<file path="src/logic/classifier_settings.svh">
`ifndef CLASSIFIER_SETTINGS_SVH
`define CLASSIFIER_SETTINGS_SVH

// Layer sizes
`define NUM_FEATURES 10
`define NUM_HIDDEN 6
`define NUM_CLASSES 4

// Data widths
`define ACT_WIDTH 8
`define WEIGHT_WIDTH 8
`define BIAS_WIDTH 16
`define SUM_WIDTH 23
`define CLASS_IDX_WIDTH 2

// Input register, sum register, output register
`define NODE_LATENCY 3

`endif

</file>
<file path="src/logic/nnTypesPkg.sv">
`include "classifier_settings.svh"

package nnTypesPkg;

	// One input feature, two's complement
	typedef logic signed [`ACT_WIDTH-1:0] feature_t;

	// Rectified activation out of a neuron, 0 to 128
	typedef logic [`ACT_WIDTH-1:0] act_t;

	typedef logic [`CLASS_IDX_WIDTH-1:0] classIdx_t;

	// Element 0 sits in the low bits
	typedef feature_t [`NUM_FEATURES-1:0] featureVec_t;

	typedef act_t [`NUM_HIDDEN-1:0] hiddenVec_t;

	typedef act_t [`NUM_CLASSES-1:0] scoreVec_t;

	// Winning class and the score it won with
	typedef struct packed
	{
		classIdx_t classIdx;
		act_t classScore;
	} classResult_t;

endpackage

</file>
<file path="src/logic/nnWeightsPkg.sv">
`include "classifier_settings.svh"

package nnWeightsPkg;

	// Row n holds the weights of hidden node n, column i the weight of feature i
	localparam logic [0:`NUM_HIDDEN-1][0:`NUM_FEATURES-1][`WEIGHT_WIDTH-1:0] hiddenWeights =
	{
		{ 8'sd12,  -8'sd7,  8'sd25,   8'sd3, -8'sd18,
		   8'sd9,  8'sd30,  -8'sd4,  8'sd15, -8'sd22},
		{-8'sd20,  8'sd17,   8'sd6, -8'sd29,  8'sd11,
		  8'sd24,  -8'sd3,   8'sd8, -8'sd14,  8'sd19},
		{ 8'sd27,   8'sd5, -8'sd16,  8'sd21,  -8'sd9,
		  -8'sd2,  8'sd13,  8'sd18, -8'sd25,   8'sd7},
		{ -8'sd6, -8'sd23,  8'sd10,  8'sd14,  8'sd29,
		 -8'sd15,   8'sd4, -8'sd11,  8'sd22,  8'sd16},
		{  8'sd9,  8'sd28, -8'sd19,  -8'sd5,   8'sd7,
		  8'sd12, -8'sd27,  8'sd20,   8'sd3, -8'sd13},
		{-8'sd31,   8'sd8,  8'sd18,  8'sd26, -8'sd12,
		   8'sd5,  8'sd16, -8'sd21,  8'sd11,   8'sd2}
	};

	localparam logic [0:`NUM_HIDDEN-1][`BIAS_WIDTH-1:0] hiddenBias =
	{
		-16'sd512,
		16'sd256,
		16'sd0,
		-16'sd128,
		16'sd384,
		-16'sd256
	};

	// Row n holds the weights of output node n over the hidden activations
	localparam logic [0:`NUM_CLASSES-1][0:`NUM_HIDDEN-1][`WEIGHT_WIDTH-1:0] outWeights =
	{
		{ 8'sd21, -8'sd14,   8'sd9,  8'sd17,  -8'sd8,  8'sd12},
		{-8'sd10,  8'sd23,  8'sd15,  -8'sd6,  8'sd19,  -8'sd3},
		{  8'sd7,  8'sd11, -8'sd18,  8'sd25,   8'sd4,  8'sd16},
		{ 8'sd14,  -8'sd5,  8'sd20, -8'sd12,  8'sd13,   8'sd8}
	};

	localparam logic [0:`NUM_CLASSES-1][`BIAS_WIDTH-1:0] outBias =
	{
		16'sd128,
		-16'sd64,
		16'sd0,
		16'sd192
	};

endpackage

</file>
<file path="src/logic/featureCapture.sv">
`timescale 1ns/1ps
`include "classifier_settings.svh"

module featureCapture
	import nnTypesPkg::*;
(
	input logic clk,
	input logic reset,
	input logic inVld,
	input featureVec_t inVec,
	output logic capVld,
	output featureVec_t capVec
);

	// Pins see one flop only, the multiplier array sits behind it
	always_ff @(posedge clk)
	begin
		if (reset)
		begin
			capVld <= 1'b0;
		end
		else
		begin
			capVld <= inVld;
		end
	end

	// Vector moves every cycle, strobe says when it counts
	always_ff @(posedge clk)
	begin
		if (reset)
		begin
			capVec <= '0;
		end
		else
		begin
			capVec <= inVec;
		end
	end

	// An X on the strobe would spread through every layer's valid pipe
	inVldKnown: assert property (@(posedge clk) disable iff (reset)
		!$isunknown(inVld))
		else $error("inVld is unknown after reset");

endmodule

</file>
<file path="src/logic/neuronNode.sv">
`timescale 1ns/1ps
`include "classifier_settings.svh"

module neuronNode #(
	parameter int NUM_IN = `NUM_FEATURES,
	parameter logic [0:NUM_IN-1][`WEIGHT_WIDTH-1:0] WEIGHTS = '0,
	parameter logic signed [`BIAS_WIDTH-1:0] BIAS = '0
) (
	input logic clk,
	input logic reset,
	input logic [NUM_IN-1:0][`ACT_WIDTH-1:0] act,
	output logic [`ACT_WIDTH-1:0] node
);

	// Activation is sum / 64, so bit 5 is the rounding bit
	localparam int SHIFT = 6;
	localparam int SAT_LSB = SHIFT + `ACT_WIDTH - 1;
	localparam logic [`ACT_WIDTH-1:0] SAT_VALUE = {1'b0, {(`ACT_WIDTH-1){1'b1}}};

	logic [NUM_IN-1:0][`ACT_WIDTH-1:0] actReg;
	logic signed [`SUM_WIDTH-1:0] sumNext;
	logic signed [`SUM_WIDTH-1:0] sumReg;
	logic [`ACT_WIDTH-1:0] nodeNext;

	// Inputs are two's complement bytes, an activation of 128 reads as -128
	always_comb
	begin
		sumNext = BIAS;
		for (int i = 0; i < NUM_IN; i++)
		begin
			sumNext = sumNext + $signed(actReg[i]) * $signed(WEIGHTS[i]);
		end
	end

	// Rectify, saturate, then round half up
	always_comb
	begin
		if (sumReg[`SUM_WIDTH-1])
		begin
			nodeNext = '0;
		end
		else if (sumReg[`SUM_WIDTH-2:SAT_LSB] != '0)
		begin
			nodeNext = SAT_VALUE;
		end
		else
		begin
			// Sums 8160..8191 round up to 128
			nodeNext = sumReg[SAT_LSB:SHIFT] + sumReg[SHIFT-1];
		end
	end

	always_ff @(posedge clk)
	begin
		if (reset)
		begin
			actReg <= '0;
			sumReg <= '0;
			node <= '0;
		end
		else
		begin
			actReg <= act;
			sumReg <= sumNext;
			node <= nodeNext;
		end
	end

	nodeRange: assert property (@(posedge clk) disable iff (reset)
		node <= SAT_VALUE + 1'b1)
		else $error("neuron output %0d above 128", node);

endmodule

</file>
<file path="src/logic/denseLayer.sv">
`timescale 1ns/1ps
`include "classifier_settings.svh"

module denseLayer
	import nnWeightsPkg::*;
#(
	parameter int NUM_IN = `NUM_FEATURES,
	parameter int NUM_OUT = `NUM_HIDDEN,
	// 0 picks the hidden tables, 1 the output tables
	parameter bit OUT_LAYER = 1'b0
) (
	input logic clk,
	input logic reset,
	input logic layerVldIn,
	input logic [NUM_IN-1:0][`ACT_WIDTH-1:0] layerIn,
	output logic layerVldOut,
	output logic [NUM_OUT-1:0][`ACT_WIDTH-1:0] layerOut
);

	logic [`NODE_LATENCY-1:0] vldPipe;

	// Strobe follows the data through the node pipeline
	always_ff @(posedge clk)
	begin
		if (reset)
		begin
			vldPipe <= '0;
		end
		else
		begin
			vldPipe <= {vldPipe[`NODE_LATENCY-2:0], layerVldIn};
		end
	end

	assign layerVldOut = vldPipe[`NODE_LATENCY-1];

	for (genvar n = 0; n < NUM_OUT; n++)
	begin : gNode
		if (OUT_LAYER)
		begin : gOut
			neuronNode #(
				.NUM_IN(NUM_IN),
				.WEIGHTS(outWeights[n]),
				.BIAS(outBias[n])
			) uNode (
				.clk(clk),
				.reset(reset),
				.act(layerIn),
				.node(layerOut[n])
			);
		end
		else
		begin : gHid
			neuronNode #(
				.NUM_IN(NUM_IN),
				.WEIGHTS(hiddenWeights[n]),
				.BIAS(hiddenBias[n])
			) uNode (
				.clk(clk),
				.reset(reset),
				.act(layerIn),
				.node(layerOut[n])
			);
		end
	end

endmodule

</file>
<file path="src/logic/argmaxSelect.sv">
`timescale 1ns/1ps
`include "classifier_settings.svh"

module argmaxSelect
	import nnTypesPkg::*;
(
	input logic clk,
	input logic reset,
	input logic scoreVld,
	input scoreVec_t scoreVec,
	output logic outVld,
	output scoreVec_t outScores,
	output classResult_t outResult
);

	classResult_t best;
	logic betterScore;

	// Strict greater-than keeps the lowest index on a tie
	always_comb
	begin
		best.classIdx = '0;
		best.classScore = scoreVec[0];
		for (int i = 1; i < `NUM_CLASSES; i++)
		begin
			if (scoreVec[i] > best.classScore)
			begin
				best.classIdx = classIdx_t'(i);
				best.classScore = scoreVec[i];
			end
		end
	end

	// Scores registered alongside so they line up with the result
	always_ff @(posedge clk)
	begin
		if (reset)
		begin
			outVld <= 1'b0;
			outScores <= '0;
			outResult <= '0;
		end
		else
		begin
			outVld <= scoreVld;
			outScores <= scoreVec;
			outResult <= best;
		end
	end

	// A registered score above the winner, or equal to it from a lower index
	always_comb
	begin
		betterScore = 1'b0;
		for (int i = 0; i < `NUM_CLASSES; i++)
		begin
			if ((outScores[i] > outResult.classScore) ||
				(i < int'(outResult.classIdx) && outScores[i] == outResult.classScore))
			begin
				betterScore = 1'b1;
			end
		end
	end

	// Winner names a real class and holds the highest score
	resultConsistent: assert property (@(posedge clk) disable iff (reset)
		outVld |-> (int'(outResult.classIdx) < `NUM_CLASSES) &&
			(outScores[outResult.classIdx] == outResult.classScore) && !betterScore)
		else $error("class %0d is not the highest score", outResult.classIdx);

endmodule

</file>
<file path="src/logic/mlpClassifier.sv">
`timescale 1ns/1ps
`include "classifier_settings.svh"

module mlpClassifier
	import nnTypesPkg::*;
(
	input logic clk,
	input logic reset,
	input logic inVld,
	input featureVec_t inVec,
	output logic outVld,
	output scoreVec_t outScores,
	output classResult_t outResult
);

	logic capVld;
	featureVec_t capVec;
	logic hidVld;
	hiddenVec_t hidVec;
	logic scoreVld;
	scoreVec_t scoreVec;

	featureCapture uCapture (
		.clk(clk),
		.reset(reset),
		.inVld(inVld),
		.inVec(inVec),
		.capVld(capVld),
		.capVec(capVec)
	);

	denseLayer #(
		.NUM_IN(`NUM_FEATURES),
		.NUM_OUT(`NUM_HIDDEN),
		.OUT_LAYER(1'b0)
	) uHidden (
		.clk(clk),
		.reset(reset),
		.layerVldIn(capVld),
		.layerIn(capVec),
		.layerVldOut(hidVld),
		.layerOut(hidVec)
	);

	denseLayer #(
		.NUM_IN(`NUM_HIDDEN),
		.NUM_OUT(`NUM_CLASSES),
		.OUT_LAYER(1'b1)
	) uOutput (
		.clk(clk),
		.reset(reset),
		.layerVldIn(hidVld),
		.layerIn(hidVec),
		.layerVldOut(scoreVld),
		.layerOut(scoreVec)
	);

	argmaxSelect uArgmax (
		.clk(clk),
		.reset(reset),
		.scoreVld(scoreVld),
		.scoreVec(scoreVec),
		.outVld(outVld),
		.outScores(outScores),
		.outResult(outResult)
	);

endmodule

</file>
<file path="config.mk">
export PLATFORM = sky130hd
export DESIGN_NAME = mlpClassifier
export DESIGN_NICKNAME = d
export VERILOG_FILES = /design/src/logic/nnTypesPkg.sv /design/src/logic/nnWeightsPkg.sv /design/src/logic/featureCapture.sv /design/src/logic/neuronNode.sv /design/src/logic/denseLayer.sv /design/src/logic/argmaxSelect.sv /design/src/logic/mlpClassifier.sv
export VERILOG_INCLUDE_DIRS = /design/src /design/src/logic
export SDC_FILE = /design/constraint.sdc
export NUM_CORES = 2
export LEC_CHECK = 0
export CORE_AREA = 5 5 545 547
export DETAILED_ROUTE_END_ITERATION = 8
export DIE_AREA = 0 0 550 552
export DONT_BUFFER_PORTS = 1
export SYNTH_ARGS = -nofsm -noshare
export SYNTH_HDL_FRONTEND = slang
export SYNTH_SLANG_ARGS = --single-unit
</file>
<file path="constraint.sdc">
create_clock -name clk -period 29.7 [get_ports clk]
set_input_delay 0 -clock clk [delete_from_list [all_inputs] [get_ports clk]]
set_output_delay 0 -clock clk [all_outputs]
set_load 0.05 [all_outputs]
</file>
# Yosys cells after proc, flatten, opt, wreduce, memory -nomap -nowiden
# Index checks and enable logic that the tools add are counted.
[word_totals]
elab_cells = 279
ff_bits = 568
out_inout_bits = 43
[classes]
mul = 71
n_addsub = 96
muxes = 13
n_reduce_logical = 30
magnitude_cmp = 3
[op_table]
columns = ["operator", "n"]
rows = [
  ["adder 23 x 14 -> 23 bit", 25],
  ["adder 23 x 13 -> 23 bit", 20],
  ["multiplier 8 x 5 -> 13 bit, second input constant", 22],
  ["multiplier 8 x 6 -> 14 bit, second input constant", 18],
  ["adder 23 x 12 -> 23 bit", 10],
  ["multiplier 8 x 4 -> 12 bit, second input constant", 18],
  ["adder 23 x 11 -> 23 bit", 7],
  ["multiplier 8 x 3 -> 11 bit, second input constant", 13],
  ["adder 23 bit", 4],
  ["nonzero test 9 bit", 10],
  ["adder 8 x 1 -> 8 bit", 10],
  ["2-to-1 mux 7 bit", 10],
  ["adder 10 x 23 -> 23 bit, first input constant", 3],
  ["adder 9 x 23 -> 23 bit, first input constant", 3],
  ["OR reduction 3 bit", 10],
  ["greater-than comparator 8 bit", 3],
  ["adder 23 x 10 -> 23 bit", 1],
  ["adder 23 x 9 -> 23 bit", 1],
  ["adder 7 x 23 -> 23 bit, first input constant", 1],
  ["adder 8 x 23 -> 23 bit, first input constant", 1],
  ["negation 8 -> 22 bit", 1],
  ["negation 8 -> 21 bit", 1],
  ["2-to-1 mux 10 bit", 2],
  ["negation 8 -> 20 bit", 1],
  ["9 further kinds", 18],
]

# Logic depth before layout (Yosys ltp)
[depth]
word_depth = 11
mapped_depth = 39
depth_no_buf = 39

# Cells and area by module
# A second synthesis with hierarchy kept.
[unflattened]
cells_unflattened = 10838
area_unflattened_um2 = 108550.4
[by_module_without_submodules]
columns = ["module", "instances", "area_per_inst_um2", "cells_per_inst"]
rows = [
  ["neuronNode at uHidden.gNode[2].gHid.uNode", 1, 13500.4, 1304],
  ["neuronNode at uHidden.gNode[0].gHid.uNode", 1, 13246.5, 1357],
  ["neuronNode at uHidden.gNode[4].gHid.uNode", 1, 12958.7, 1280],
  ["neuronNode at uHidden.gNode[3].gHid.uNode", 1, 11776.3, 1190],
  ["neuronNode at uHidden.gNode[1].gHid.uNode", 1, 11432.2, 1144],
  ["neuronNode at uHidden.gNode[5].gHid.uNode", 1, 10790.3, 1048],
  ["neuronNode at uOutput.gNode[0].gOut.uNode", 1, 8186.6, 838],
  ["neuronNode at uOutput.gNode[1].gOut.uNode", 1, 8146.6, 830],
  ["neuronNode at uOutput.gNode[2].gOut.uNode", 1, 7075.5, 724],
  ["neuronNode at uOutput.gNode[3].gOut.uNode", 1, 6936.7, 714],
  ["featureCapture", 1, 2229.6, 171],
  ["argmaxSelect", 1, 2113.3, 226],
  ["denseLayer", 2, 78.8, 6],
]

# Worst setup path before layout
# OpenSTA, ideal clock, no wires.
[synth_timing]
path_type = "register -> register"
from = "reg, netlist name uHidden.gNode[0].gHid.uNode.actReg[15]"
to = "reg uHidden.gNode[2].gHid.uNode.sumReg[21]"
stages_incl_launch_ff = 37
arrival_time_ns = 10.047
setup_slack_ns = 19.525
setup_ns = 0.128
path_cell_list = "dfxtp_1 > ha_1 > inv_1 > fa_1 > inv_1 > fa_1 > fa_1 > inv_1 > fa_1 > inv_1 > ha_1 > and2_1 > a31oi_1 > o21ai_0 > nor2_1 > xnor2_1 > fa_1 > fa_1 > inv_1 > fa_1 > fa_1 > fa_1 > inv_1 > fa_1 > inv_1 > fa_1 > inv_1 > ha_1 > a21o_1 > a2111oi_0 > a22oi_1 > a211oi_1 > nor3_1 > a221o_1 > a21oi_1 > xor2_1 > nor2_1"
[synth_rtl]
columns = ["element", "line_no", "text"]
rows = [
  ["end signal: assignment", "neuronNode.sv:64", "sumReg <= sumNext;"],
  ["end: declaration", "neuronNode.sv:22", "logic signed [`SUM_WIDTH-1:0] sumReg;"],
]

==> results.sh <==
export IMPL_status="finished, final reports clean"
export IMPL_fp_dieH_um=552
export IMPL_place_congestion=1.01
export IMPL_syn_nets=11900
export IMPL_grt_pass1_wl_mm=416
export IMPL_tns_ns=0
export IMPL_dr_wl_met3_mm=17.1
export IMPL_cp_max_fo=21
export IMPL_drt_iter0_drc=4330
export IMPL_io_pins=126
export IMPL_fillers=29900
export IMPL_io_buffers=0
export IMPL_required_ns=30.27
export IMPL_synthFlopType="dfxtp_1"
export IMPL_route_detailed_drc=0
export IMPL_cp_arrival_ns=11.74
export IMPL_wl_per_cell_um=21.8
export IMPL_syn_to_final_growth_pct=10.8
export IMPL_ys_ff_latch=513
export IMPL_clk_pin_slew_worst_paths_ns=0.08
export IMPL_drv_slew=0
export IMPL_tightest_slew_ns=1.36
export IMPL_synth_area_per_cell_um2=10.0
export IMPL_period_minus_slack_ns=11.17
export IMPL_fmax_mhz=89.5
export IMPL_finalHoldViolCount=0
export IMPL_met2_length_mm=124
export IMPL_seq_area_mm2=0.0103
export IMPL_synth_area_top_cells="fa_1 38%, ha_1 21%, dfxtp_1 12%, inv_1 12%, xnor2_1 3.8%"
export IMPL_vias=57400
export IMPL_drt_met1_wl_mm=125
export IMPL_initial_core_util_pct=29.7
export IMPL_nets=12200
export IMPL_wirelength_mm=281
export IMPL_timing_final_crit_share_pct=37.6
export IMPL_ys_types=65
export IMPL_cap_violations=0
export IMPL_overflow=0
export IMPL_synth_edf_count=0
export IMPL_cts_root_buffer="clkbuf_16"
export IMPL_cp_start_kind="flop"
export IMPL_final_util_pct=33.0
export IMPL_synth_seq_area_share_pct=11.8
export IMPL_syn_cell_area_mm2=0.0869
export IMPL_rows=199
export IMPL_numClockSinks=513
export IMPL_fin_skew_ns=0.0592
export IMPL_yosysTopAreaCellShare_pct=38.4
export IMPL_fp_coreArea_mm2=0.292
export IMPL_setup_viol=0
export IMPL_cts_htree_levels=2
export IMPL_grt_setup_unrepaired="no"
export IMPL_cp_slowest_cell="dfxtp_1"
export IMPL_cts_tree="yes"
export IMPL_clk_latency_ns=0.74
export IMPL_multi_input_area_mm2=0.0662
export IMPL_die_area_mm2=0.304
export IMPL_synth_common_cells="2,712 x inv_1, 1,666 x fa_1, 1,475 x ha_1, 513 x dfxtp_1, 377 x xnor2_1"
export IMPL_grt_usage_pct=18.7
export IMPL_yosysWarningCount=0
export IMPL_clockBufferDepth=3
export IMPL_grt_pass1_vias=60600
export IMPL_die_width_um=550
export IMPL_synthArstFlopShare_pct=0
export IMPL_hp_class="primary input to flop"
export IMPL_hpwlAfterDp_mm=238
export IMPL_synthMostInstantiatedCell="inv_1"
export IMPL_antenna_found_initial=33
export IMPL_cp_common_cell="fa_1"
export IMPL_relSlewSlack_pct=9.26
export IMPL_synth_cells=8677
export IMPL_cp_end_kind="flop"
export IMPL_cts_made_buffers=60
export IMPL_slowest_delay_ns=1.03
export IMPL_path_class="flop to flop"
export IMPL_top_layer="met5"
export IMPL_grt_max_degree=445
export IMPL_drt_pass1_iterations=5
export IMPL_hold_worst_slack_ns=0.0484
export IMPL_drive_gt1_share_pct=3.26
export IMPL_final_antenna_net_count=0
export IMPL_yosys_area_top_type="fa_1"
export IMPL_routed_via_density=4.44
==> state kept, by name, summed over array words and instances (netlist names), 3 cells and up <==
| register | cells |
|---|---|
| uArgmax.outResult | 10 |
| uArgmax.outScores | 32 |
| uCapture.capVec | 80 |
| uHidden.gNode.gHid.uNode.actReg | 80 |
| uHidden.gNode.gHid.uNode.node | 48 |
| uHidden.gNode.gHid.uNode.sumReg | 108 |
| uHidden.vldPipe | 3 |
| uOutput.gNode.gOut.uNode.actReg | 48 |
| uOutput.gNode.gOut.uNode.node | 32 |
| uOutput.gNode.gOut.uNode.sumReg | 67 |
| uOutput.vldPipe | 3 |
==> critical path, delay by kind of cell (launching register included) <==
kind	cells	cell delay [ns]
AO/OA/AOI/OAI	8	2.03
adder cells (fa/ha/maj)	14	6.68
buffers and inverters	7	0.35
flip-flops	1	1.03
AND/OR/NAND/NOR	4	0.54
XOR/XNOR	2	0.31
==> routing by layer <==
layer / track usage (%) / vias up
met5: 0 / -
met1: 26.0 / 28900
met3: 2.18 / 387
met2: 29.5 / 1680
li1: - / 26400
met4: 8.04 / 8
==> placed cells by master, fill, tap and decap left out, types with 76 or more instances in the layout <==
cell,netlist,layout
xnor2_1,377,375
a21o_1,93,93
ha_1,1475,1475
xor2_1,136,136
buf_4,0,117
dfxtp_1,513,505
a21oi_1,314,314
fa_1,1666,1666
o21bai_1,76,76
inv_1,2712,2712
o21ai_0,86,86
nand2_1,130,130
nor2b_1,291,291
dlygate4sd3_1,0,155
nor2_1,285,285
==> kinds of logic after synthesis <==
logic type,Yosys count,share of synthesized area (%)
and+or+nand+nor,961,5.66
adders and majority gates,3141,59.6
muxes,35,0.431
buffers and inverters,2792,12.1
DFF,513,11.8
AOI/OAI and AO/OA,719,5.15
xor gates and xnor gates,515,5.22
other,1,0.00432
==> metrics by stage <==
step / area [um2] / setup WS [ns] / std cells
global placement: 92400 / 18.68 / 12600
CTS: 96100 / 18.53 / 12900
floorplan: 86900 / 19.53 / 8677
finish: 96300 / 18.53 / 12900
detailed placement: 92400 / 18.70 / 12600
global route: 96300 / 18.02 / 12900
==> path summary, 6_finish.rpt <==
check,startpoint,end,slack [ns],cells past startpoint
max reg2reg,uHidden.gNode[0].gHid.uNode.actReg[7],uHidden.gNode[2].gHid.uNode.sumReg[21],18.53,35
max,uHidden.gNode[0].gHid.uNode.actReg[7],uHidden.gNode[2].gHid.uNode.sumReg[21],18.53,35
min,inVec[71],uCapture.capVec[71],0.05,2
min reg2reg,uHidden.gNode[4].gHid.uNode.node[5],uOutput.gNode[0].gOut.uNode.actReg[37],0.44,1
==> layout make-up <==
cell class / instances / share of cell area, %
Inverter: 2715 / 10.6
Multi-Input combinational cell: 5372 / 68.7
Tap cell: 3919 / 5.09
Timing Repair Buffer: 275 / 2.61
Clock inverter: 38 / 0.563
Sequential cell: 513 / 10.7
Clock buffer: 75 / 1.69
Antenna cell: 25 / 0.0650
==> what timing repair did <==
item	in CTS	in global routing
gates resized for setup	0	0
hold buffers	155	1
setup endpoints to repair	0	0
hold endpoints to repair	505	89
buffers inserted	0	0
Power is left out: the tool's default activity adds up to more than one toggle a clock period on the data nets, which glitch-free logic cannot reach.
